### config.mk
export PLATFORM = sky130hd
export DESIGN_NAME = rename_unit
export DESIGN_NICKNAME = d
export VERILOG_FILES = /design/src/rtl/isa_pkg.sv /design/src/rtl/ooo_pkg.sv /design/src/rtl/map_lookup_if.sv /design/src/rtl/map_table.sv /design/src/rtl/tag_free_list.sv /design/src/rtl/arch_reg_file.sv /design/src/rtl/operand_resolve.sv /design/src/rtl/rename_unit.sv
export SDC_FILE = /design/constraint.sdc
export NUM_CORES = 2
export LEC_CHECK = 0
export BUFFER_PORTS_ARGS = -buffer_cell sky130_fd_sc_hd__clkbuf_2
export CAP_MARGIN = 20
export CORE_AREA = 2 2 400 402
export CTS_CLUSTER_DIAMETER = 150
export DETAILED_ROUTE_END_ITERATION = 16
export DIE_AREA = 0 0 402 404
export GPL_TIMING_DRIVEN = 0
export SYNTH_ARGS = -nofsm -noshare
export SYNTH_HDL_FRONTEND = slang
export SYNTH_HIERARCHICAL = 1
export SYNTH_SLANG_ARGS = --single-unit
### constraint.sdc
create_clock -name clock -period 4.62 [get_ports clock]
set_clock_uncertainty 0.05 [all_clocks]
set_input_delay 0.924 -clock clock [delete_from_list [all_inputs] [get_ports clock]]
set_output_delay 0.924 -clock clock [all_outputs]
set_load 0.03 [all_outputs]
### src/rtl/isa_pkg.sv
package isa_pkg;

    // Architectural register file shape
    localparam int NUM_ARCH_REGS  = 32;
    localparam int REG_ADDR_WIDTH = $clog2(NUM_ARCH_REGS);

    // Data path width
    localparam int XLEN = 32;

    typedef logic [REG_ADDR_WIDTH-1:0] reg_addr_t; // Register index
    typedef logic [XLEN-1:0]           word_t;     // Data word

    // x0 is never renamed and always reads zero
    localparam reg_addr_t ZERO_REG = '0;

endpackage

### src/rtl/ooo_pkg.sv
package ooo_pkg;

    // Reservation-station tag space
    localparam int NUM_TAGS  = 16;
    localparam int TAG_WIDTH = $clog2(NUM_TAGS);

    typedef logic [TAG_WIDTH-1:0] tag_t; // Producer tag

endpackage

### src/rtl/map_lookup_if.sv
`timescale 1ns/1ps

interface map_lookup_if;

    // Lookup requests and rename, from the resolver
    isa_pkg::reg_addr_t rs1;
    isa_pkg::reg_addr_t rs2;
    logic               rename_en;
    isa_pkg::reg_addr_t rename_reg;
    ooo_pkg::tag_t      rename_tag;

    // Lookup results, from the map table
    logic               src1_busy;
    logic               src2_busy;
    ooo_pkg::tag_t      src1_tag;
    ooo_pkg::tag_t      src2_tag;

    modport resolver (
        output rs1, rs2, rename_en, rename_reg, rename_tag,
        input  src1_busy, src2_busy, src1_tag, src2_tag
    );

    // Map table side
    modport tbl (
        input  rs1, rs2, rename_en, rename_reg, rename_tag,
        output src1_busy, src2_busy, src1_tag, src2_tag
    );

endinterface

### src/rtl/map_table.sv
`timescale 1ns/1ps

module map_table (
    input  logic               clock,
    input  logic               reset,
    map_lookup_if.tbl          lookup,
    input  logic               cdb_valid,
    input  ooo_pkg::tag_t      cdb_tag,
    output logic               wb_en,
    output isa_pkg::reg_addr_t wb_reg
);

    logic [isa_pkg::NUM_ARCH_REGS-1:0] busy;                           // Producer in flight
    ooo_pkg::tag_t                     tags [isa_pkg::NUM_ARCH_REGS];  // Latest producer tag

    logic rename_write;

    // Sources see the map as it stands before this cycle's rename
    assign lookup.src1_busy = busy[lookup.rs1];
    assign lookup.src2_busy = busy[lookup.rs2];
    assign lookup.src1_tag  = tags[lookup.rs1];
    assign lookup.src2_tag  = tags[lookup.rs2];

    assign rename_write = lookup.rename_en && (lookup.rename_reg != isa_pkg::ZERO_REG);

    // A busy tag lives in at most one entry, so at most one match
    always_comb begin
        wb_en  = 1'b0;
        wb_reg = isa_pkg::ZERO_REG;
        for (int i = 0; i < isa_pkg::NUM_ARCH_REGS; i++) begin
            if (cdb_valid && busy[i] && (tags[i] == cdb_tag)) begin
                wb_en  = 1'b1;
                wb_reg = isa_pkg::reg_addr_t'(i);
            end
        end
    end

    always_ff @(posedge clock) begin
        if (reset) begin
            busy <= '0;
        end else begin
            if (wb_en) begin
                busy[wb_reg] <= 1'b0; // Producer done
            end
            if (rename_write) begin
                busy[lookup.rename_reg] <= 1'b1; // Rename overrides a same-cycle clear
            end
        end
    end

    always_ff @(posedge clock) begin
        if (rename_write) begin
            tags[lookup.rename_reg] <= lookup.rename_tag;
        end
    end

endmodule

### src/rtl/tag_free_list.sv
`timescale 1ns/1ps

module tag_free_list (
    input  logic          clock,
    input  logic          reset,
    input  logic          alloc_en,
    input  logic          cdb_valid,
    input  ooo_pkg::tag_t cdb_tag,
    output logic          tag_available,
    output ooo_pkg::tag_t alloc_tag
);

    logic [ooo_pkg::NUM_TAGS-1:0] free_bits; // One bit per tag, set when free

    assign tag_available = |free_bits;

    // Lowest free tag wins
    always_comb begin
        alloc_tag = '0;
        for (int i = ooo_pkg::NUM_TAGS - 1; i >= 0; i--) begin
            if (free_bits[i]) begin
                alloc_tag = ooo_pkg::tag_t'(i);
            end
        end
    end

    // Returned tag only shows up in alloc_tag from the next cycle
    always_ff @(posedge clock) begin
        if (reset) begin
            free_bits <= '1;
        end else begin
            if (alloc_en && tag_available) begin
                free_bits[alloc_tag] <= 1'b0;
            end
            if (cdb_valid) begin
                free_bits[cdb_tag] <= 1'b1; // Freed even if no map entry matched
            end
        end
    end

endmodule

### src/rtl/arch_reg_file.sv
`timescale 1ns/1ps

module arch_reg_file (
    input  logic               clock,
    input  logic               reset,
    input  isa_pkg::reg_addr_t rd_addr1,
    input  isa_pkg::reg_addr_t rd_addr2,
    output isa_pkg::word_t     rd_data1,
    output isa_pkg::word_t     rd_data2,
    input  logic               wb_en,
    input  isa_pkg::reg_addr_t wb_reg,
    input  isa_pkg::word_t     wb_data
);

    isa_pkg::word_t regs [isa_pkg::NUM_ARCH_REGS];

    assign rd_data1 = regs[rd_addr1];
    assign rd_data2 = regs[rd_addr2];

    // x0 cleared at reset and never written, so it reads zero
    always_ff @(posedge clock) begin
        if (reset) begin
            for (int i = 0; i < isa_pkg::NUM_ARCH_REGS; i++) begin
                regs[i] <= '0;
            end
        end else if (wb_en && (wb_reg != isa_pkg::ZERO_REG)) begin
            regs[wb_reg] <= wb_data; // CDB writeback
        end
    end

endmodule

### src/rtl/operand_resolve.sv
`timescale 1ns/1ps

module operand_resolve (
    input  logic               clock,
    input  logic               reset,
    input  logic               dispatch_valid,
    input  isa_pkg::reg_addr_t dispatch_rs1,
    input  isa_pkg::reg_addr_t dispatch_rs2,
    input  isa_pkg::reg_addr_t dispatch_rd,
    input  logic               tag_available,
    input  ooo_pkg::tag_t      alloc_tag,
    output logic               alloc_en,
    map_lookup_if.resolver     lookup,
    input  isa_pkg::word_t     rf_data1,
    input  isa_pkg::word_t     rf_data2,
    input  logic               cdb_valid,
    input  ooo_pkg::tag_t      cdb_tag,
    input  isa_pkg::word_t     cdb_value,
    output logic               issue_valid,
    output ooo_pkg::tag_t      issue_tag,
    output logic               src1_ready,
    output logic               src2_ready,
    output ooo_pkg::tag_t      src1_tag,
    output ooo_pkg::tag_t      src2_tag,
    output isa_pkg::word_t     src1_value,
    output isa_pkg::word_t     src2_value
);

    logic accept;

    // Ready when x0, not renamed, or its producer is on the CDB right now
    function automatic logic source_ready(isa_pkg::reg_addr_t addr, logic busy,
                                          ooo_pkg::tag_t tag);
        return (addr == isa_pkg::ZERO_REG) || !busy || (cdb_valid && (cdb_tag == tag));
    endfunction

    function automatic isa_pkg::word_t source_value(isa_pkg::reg_addr_t addr, logic busy,
                                                    ooo_pkg::tag_t tag,
                                                    isa_pkg::word_t rf_data);
        isa_pkg::word_t value;
        value = '0;
        if (addr == isa_pkg::ZERO_REG) begin
            value = '0;
        end else if (!busy) begin
            value = rf_data; // Committed value
        end else if (cdb_valid && (cdb_tag == tag)) begin
            value = cdb_value; // Bypass from the broadcast
        end
        return value;
    endfunction

    assign accept   = dispatch_valid && tag_available;
    assign alloc_en = accept;

    assign lookup.rs1        = dispatch_rs1;
    assign lookup.rs2        = dispatch_rs2;
    assign lookup.rename_en  = accept && (dispatch_rd != isa_pkg::ZERO_REG);
    assign lookup.rename_reg = dispatch_rd;
    assign lookup.rename_tag = alloc_tag;

    always_ff @(posedge clock) begin
        if (reset) begin
            issue_valid <= 1'b0;
        end else begin
            issue_valid <= accept; // One-cycle pulse per accepted dispatch
        end
    end

    always_ff @(posedge clock) begin
        if (accept) begin
            issue_tag  <= alloc_tag;
            src1_ready <= source_ready(dispatch_rs1, lookup.src1_busy, lookup.src1_tag);
            src2_ready <= source_ready(dispatch_rs2, lookup.src2_busy, lookup.src2_tag);
            src1_value <= source_value(dispatch_rs1, lookup.src1_busy, lookup.src1_tag,
                                       rf_data1);
            src2_value <= source_value(dispatch_rs2, lookup.src2_busy, lookup.src2_tag,
                                       rf_data2);
            // Tag is zero once the source is ready
            src1_tag <= source_ready(dispatch_rs1, lookup.src1_busy, lookup.src1_tag)
                        ? '0 : lookup.src1_tag;
            src2_tag <= source_ready(dispatch_rs2, lookup.src2_busy, lookup.src2_tag)
                        ? '0 : lookup.src2_tag;
        end
    end

endmodule

### src/rtl/rename_unit.sv
`timescale 1ns/1ps

module rename_unit (
    input  logic               clock,
    input  logic               reset,
    input  logic               dispatch_valid,
    input  isa_pkg::reg_addr_t dispatch_rs1,
    input  isa_pkg::reg_addr_t dispatch_rs2,
    input  isa_pkg::reg_addr_t dispatch_rd,
    output logic               dispatch_ready,
    input  logic               cdb_valid,
    input  ooo_pkg::tag_t      cdb_tag,
    input  isa_pkg::word_t     cdb_value,
    output logic               issue_valid,
    output ooo_pkg::tag_t      issue_tag,
    output logic               src1_ready,
    output ooo_pkg::tag_t      src1_tag,
    output isa_pkg::word_t     src1_value,
    output logic               src2_ready,
    output ooo_pkg::tag_t      src2_tag,
    output isa_pkg::word_t     src2_value
);

    logic               wb_en;
    isa_pkg::reg_addr_t wb_reg;
    logic               alloc_en;
    ooo_pkg::tag_t      alloc_tag;
    isa_pkg::word_t     rf_data1;
    isa_pkg::word_t     rf_data2;

    map_lookup_if lookup_bus ();

    map_table u_map_table (
        .clock     (clock),
        .reset     (reset),
        .lookup    (lookup_bus.tbl),
        .cdb_valid (cdb_valid),
        .cdb_tag   (cdb_tag),
        .wb_en     (wb_en),
        .wb_reg    (wb_reg)
    );

    tag_free_list u_tag_free_list (
        .clock         (clock),
        .reset         (reset),
        .alloc_en      (alloc_en),
        .cdb_valid     (cdb_valid),
        .cdb_tag       (cdb_tag),
        .tag_available (dispatch_ready), // Back-pressure is just tag availability
        .alloc_tag     (alloc_tag)
    );

    arch_reg_file u_arch_reg_file (
        .clock    (clock),
        .reset    (reset),
        .rd_addr1 (dispatch_rs1),
        .rd_addr2 (dispatch_rs2),
        .rd_data1 (rf_data1),
        .rd_data2 (rf_data2),
        .wb_en    (wb_en),
        .wb_reg   (wb_reg),
        .wb_data  (cdb_value)
    );

    operand_resolve u_operand_resolve (
        .clock          (clock),
        .reset          (reset),
        .dispatch_valid (dispatch_valid),
        .dispatch_rs1   (dispatch_rs1),
        .dispatch_rs2   (dispatch_rs2),
        .dispatch_rd    (dispatch_rd),
        .tag_available  (dispatch_ready),
        .alloc_tag      (alloc_tag),
        .alloc_en       (alloc_en),
        .lookup         (lookup_bus.resolver),
        .rf_data1       (rf_data1),
        .rf_data2       (rf_data2),
        .cdb_valid      (cdb_valid),
        .cdb_tag        (cdb_tag),
        .cdb_value      (cdb_value),
        .issue_valid    (issue_valid),
        .issue_tag      (issue_tag),
        .src1_ready     (src1_ready),
        .src2_ready     (src2_ready),
        .src1_tag       (src1_tag),
        .src2_tag       (src2_tag),
        .src1_value     (src1_value),
        .src2_value     (src2_value)
    );

endmodule

======== After elaboration in Yosys (flattened, before gate mapping) ========
Memory sizes are Yosys's and may differ from the RTL's.
Index checks and enable logic that the tools add are counted.
word-level totals
  bits in registers ....................... 127
  bits in writable memories ............... 1152
  input bits .............................. 55
  output and inout bits ................... 80
  logic and storage cells ................. 260
  memories kept ........................... 2
memories
  memory                depth  bits a word  read ports  clocked after memory_dff  write ports  RTL line             text
  u_arch_reg_file.regs  32     32           2           0                         32           arch_reg_file.sv:15  isa_pkg::word_t regs [isa_pkg::NUM_ARCH_REGS];
  u_map_table.tags      32     4            34          0                         1            map_table.sv:14      ooo_pkg::tag_t tags [isa_pkg::NUM_ARCH_REGS];
operators by class
  magnitude comparators ................... 10
  equal/unequal tests ..................... 34
  muxes and demuxes ....................... 111
  bitwise logic cells ..................... 6
  reductions and logical operators ........ 87
operators with widths
  cell                                                                   count
  32-bit two-way mux                                                     8
  4-bit == test                                                          34
  4-bit two-way mux                                                      24
  5-bit two-way mux                                                      17
  1-bit logical AND                                                      75
  16-bit two-way mux                                                     3
  1-bit two-way mux                                                      47
  32-bit bitwise AND                                                     1
  32-bit NOT                                                             1
  32-bit bitwise OR                                                      1
  32-bit OR reduction                                                    1
  5-bit by 6-bit < comparator with 1-bit output, second input constant   4
  16-bit bitwise AND                                                     1
  16-bit NOT                                                             1
  16-bit bitwise OR                                                      1
  16-bit OR reduction                                                    1
  3-bit two-way mux                                                      4
  1-bit binary-select mux with 5-bit select                              2
  1-bit demux with 5-bit select                                          2
  5-bit by 1-bit >= comparator with 1-bit output, second input constant  2
  5-bit logical NOT                                                      2
  4-bit by 5-bit < comparator with 1-bit output, second input constant   2
  5-bit nonzero test                                                     2
  1-bit demux with 4-bit select                                          2
  4 further kinds                                                        10

======== Longest topological paths before layout ========
An unclocked memory read counts as a cell.
  word-level depth ........................ 44
  mapped depth ............................ 17
  mapped depth without buffers ............ 11

======== By module ========
The synthesis kept the hierarchy.
modules (own cells, without submodules)
  module           instances  cells an instance  area an instance (um^2)  seq. area each (um^2)
  arch_reg_file    1          4605               55888.6                  30749.5
  map_table        1          757                9964.6                   4484.3
  operand_resolve  1          365                4082.7                   2362.3
  tag_free_list    1          112                922.1                    320.3

======== Worst setup path before layout ========
OpenSTA, ideal clock, no wires.
  kind .................................... input -> register
  from .................................... input cdb_tag[3]
  to ...................................... memory u_arch_reg_file/regs[12][0] (netlist bit) (enable)
  setup time .............................. 375 ps
  arrival ................................. 4066 ps
  required time ........................... 4195 ps
  path slack .............................. 129 ps
  cell stages on the path ................. 15
  path buffers ............................ 4
  cells stage by stage .................... buf_2 > buf_6 > buf_6 > xor2_1 > nor3_1 > and4_1 > o21ai_0 > a2111o_1 > a211o_1 > nand3_1 > inv_2 > or3_1 > buf_6 > nor2_4 > or2_2
RTL lines
  item                RTL line             text
  start: declaration  rename_unit.sv:12    input ooo_pkg::tag_t cdb_tag,
  end: declaration    arch_reg_file.sv:15

======== Worst setup path in the final report ========
  from .................................... input dispatch_rs1[0]
  to ...................................... register u_operand_resolve.src1_value[31], data pin
on the way
  word-level cells in the longest chain between the ends .. 5
  elaborated cells on any way between the ends .. 9
  classes of those cells .................. eq/ne: 1; mux: 4; reduce/logical: 2; memory: 2
RTL lines
  item                        RTL line               text
  start: declaration          rename_unit.sv:7       input isa_pkg::reg_addr_t dispatch_rs1,
  memory 32 x 4 bit           n/a
  net lookup_bus.src1_tag[2]  map_lookup_if.sv:15    ooo_pkg::tag_t src1_tag;
  4-bit == test               operand_resolve.sv:46  end else if (cdb_valid && (cdb_tag == tag)) begin
  1-bit logical AND           operand_resolve.sv:46
  32-bit two-way mux          operand_resolve.sv:46
  32-bit two-way mux          operand_resolve.sv:44  end else if (!busy) begin
  end signal: assignment      operand_resolve.sv:74  src1_value <= source_value(dispatch_rs1, lookup.src1_busy, lookup.src1_tag,
  end: declaration            operand_resolve.sv:25  output isa_pkg::word_t src1_value,
The timed path passes the listed nets, and every way through them passes these cells. The select of a mux whose other input is x is not followed.
A chain may end at the register's enable or synchronous reset.

==> metrics <==
Antenna Violating Nets Remaining=0; Multi-input gate area=0.0309 mm2; initial antenna violation count=24; height of the die=404 um; Leak=32.2 nW; WHS=420 ps; crit path DAT=5080 ps; Clk Latency, worst-skew pair=800 ps; RD Place Congestion=1.07; Slew Limit Fails=0; GRT overflow=0; Design Power=28.9 mW; crit start category=input port; Core Rows=approximately 150; Max-cap violations=0; Routed WL=280000 um; Longest Clk Path Bufs=3; Initial DRT Pass Iterations=6; CTS H-tree lvls=4; Ys Warns=6; Die X=approximately 400 um; die area=0.162 mm2; Vias=53400; Yosys cell types=81; cell count after synthesis=5839; period utilization=0.997; PwrDens=354 mW/mm2; DR vias/cell=6.28; DPL Wire Length=approximately 200000 um; Synth Area per Inst=roughly 12 um2; commonest non-fill, non-tap cell in the layout=edfxtp_1; Post-synth ARST share=0; gr usage total=0.336; layout cells sized above 1=0.158; final hold viol count=0; fill cell count=13800; DRC viols=0; setup violators final=0; maximum vdd drop=roughly 0.40 mV; clk sinks=1279; sequential element share of the synthesized area=0.535; Max Freq=0.217 GHz; pin slew with the least headroom to its limit=1190 ps; root buffer cell=clkbuf_16; Crit Path Class=in -> reg; num ports=135; critical path endpoint category=flop; Syn Std Cell Area=0.0709 mm2; vias in the first global route=approximately 51000; Buffers on Ports=between 100 and 150; Top FF cell, synth=edfxtp_1; status=finished clean; TritonCTS clock tree=built; #FFs+latches synth=1279; pin count of the biggest net entering global routing=49; fin crit period=between 4000 and 5000 ps; Post-synth EDFFs=1230; Req. time, crit path=5090 ps; drt wl/cell=32.9 um; Worst Hold Class=reg -> reg; Layout area overhead=15.3%; Slew HR=0.207; Starting Density=0.449; core area=0.158 mm2; first-pass GRT wire length=between 300000 and 400000 um; top fanout value on the critical path=10; storage element area=0.0379 mm2; Nets=6357; commonest cells after routing, fill and taps aside=edfxtp_1, mux2i_1, and2_1; Initial DRC Count=7498; clk slew on worst S/H paths=60 ps; TritonCTS Buffers=148
==> power breakdown <==
group	switching [mW]	internal (mW)	total, mW
Sequential	0.211	13.1	13.3
Combinational	2.53	1.17	3.70
Clock	4.99	6.89	11.9
Total	7.73	21.2	28.9
==> registers in the layout (all words and copies together) (netlist names) <==
| signal | flops |
|---|---|
| u_operand_resolve/issue_tag | 4 |
| u_operand_resolve/src1_ready | 1 |
| u_operand_resolve/issue_valid | 1 |
| u_arch_reg_file/regs | 1024 |
| u_operand_resolve/src1_tag | 4 |
| u_operand_resolve/src2_tag | 4 |
| u_operand_resolve/src2_value | 32 |
| u_map_table/busy | 32 |
| u_tag_free_list/free_bits | 16 |
| u_map_table/tags | 128 |
| u_operand_resolve/src2_ready | 1 |
| u_operand_resolve/src1_value | 32 |
==> routing by layer <==
| metal | vias to the layer above | wire [um] | global-route usage |
|---|---|---|---|
| met4 | 6 | 15300 | 0.162 |
| met3 | 645 | 30100 | 0.0811 |
| li1 | 22700 | - | - |
| met2 | 3232 | 129000 | 0.540 |
| met5 | - | 38 | 0 |
| met1 | 26800 | 106000 | 0.428 |
==> worst paths after layout <==
kind | from | to | slack [ps] | cells after the start
max reg2reg | u_map_table/tags[19][2]$_DFFE_PP_ | u_arch_reg_file/regs[17][15]$_SDFFCE_PN0P_ | 420 | 10
max | dispatch_rs1[0] | u_operand_resolve/src1_value[31]$_SDFFCE_PN0P_ | 10 | 13
min reg2reg | u_map_table/busy[0]$_SDFF_PP0_ | u_map_table/busy[0]$_SDFF_PP0_ | 420 | 2
min | u_map_table/busy[0]$_SDFF_PP0_ | u_map_table/busy[0]$_SDFF_PP0_ | 420 | 2
==> synthesized netlist by cell type, drive strengths merged (4+ instances only) <==
cell type	number	area [um2]
and3	4	25.0
mux2i	1024	10200
o211ai	9	67.6
mux4	100	2250
nand3	210	1060
edfxtp	1230	36900
a211oi	5	47.5
a221o	8	80.1
a31oi	78	488
nand3b	13	101
xor2	69	604
nand4	85	532
nor2	82	373
xnor2	23	201
nand2b	88	551
mux2	10	113
inv	30	113
a21oi	286	1430
or2	36	225
and2	1003	6270
o21a	6	45.0
o21ai	37	185
nand2	225	845
nor3	115	618
or3	9	56.3
or4	7	56.3
a22oi	193	1450
o221ai	12	105
o31ai	4	30.0
nor4	19	131
a22o	138	1210
nor4b	7	67.6
and4	13	114
clkbuf	281	1090
buf	274	1680
dfxtp	49	981
nor2b	18	113
==> worst max-delay path, stage by stage <==
cell,delay [ps]
clkbuf_2,240
buf_4,160
clkbuf_1,180
clkdlybuf4s15_2,510
mux4_2,570
mux4_2,560
mux2_2,360
xor2_1,210
nor3_4,230
buf_12,170
buf_2,280
nand4_1,170
a21oi_2,470
==> metrics by stage <==
stage	setup WS [ps]	instance area [um2]	util	instances	setup TNS (ps)
2_1_floorplan	129	71000	-	5873	0
3_3_place_gp	-3010	74200	0.470	8079	-4466840
3_5_place_dp	-2800	74400	0.471	8087	-4150640
4_1_cts	-54.7	81300	0.515	8479	-99.2
5_1_grt	-2.95	81700	0.518	8500	-2.95
6_report	13.4	81700	0.518	8505	0
==> timing repair <==
item	CTS	global route
gates resized for setup	157	44
endpoints found under the setup margin	2058	1951
hold buffers	0	0
buffers inserted	87	17
pin swaps	17	10
cloned	31	0
==> cell type report <==
type | count | area share
Clock buffer | 173 | 0.0472
Antenna cell | 6 | 0.000184
Clock inverter | 102 | 0.0118
Sequential cell | 1279 | 0.464
Tap cell | 2072 | 0.0317
Timing Repair Buffer | 250 | 0.0307
Buffer | 553 | 0.0349
Multi-Input combinational cell | 4040 | 0.378
Inverter | 30 | 0.00144
==> kinds of logic (layout without fill, tap and decap cells) <==
| kind of cell | after synthesis | count (layout) | share of synthesized area |
|---|---|---|---|
| XOR/XNOR | 92 | 92 | 0.0114 |
| other | 2 | 42 | 0.000106 |
| AND/OR/NAND/NOR | 1944 | 1975 | 0.158 |
| buffers and inverters | 585 | 1108 | 0.0407 |
| multiplexers | 1134 | 1134 | 0.178 |
| flip-flops | 1279 | 1279 | 0.535 |
| AO/OA/AOI/OAI | 803 | 803 | 0.0762 |
No activity file was read; power rests on OpenSTA's default activity.
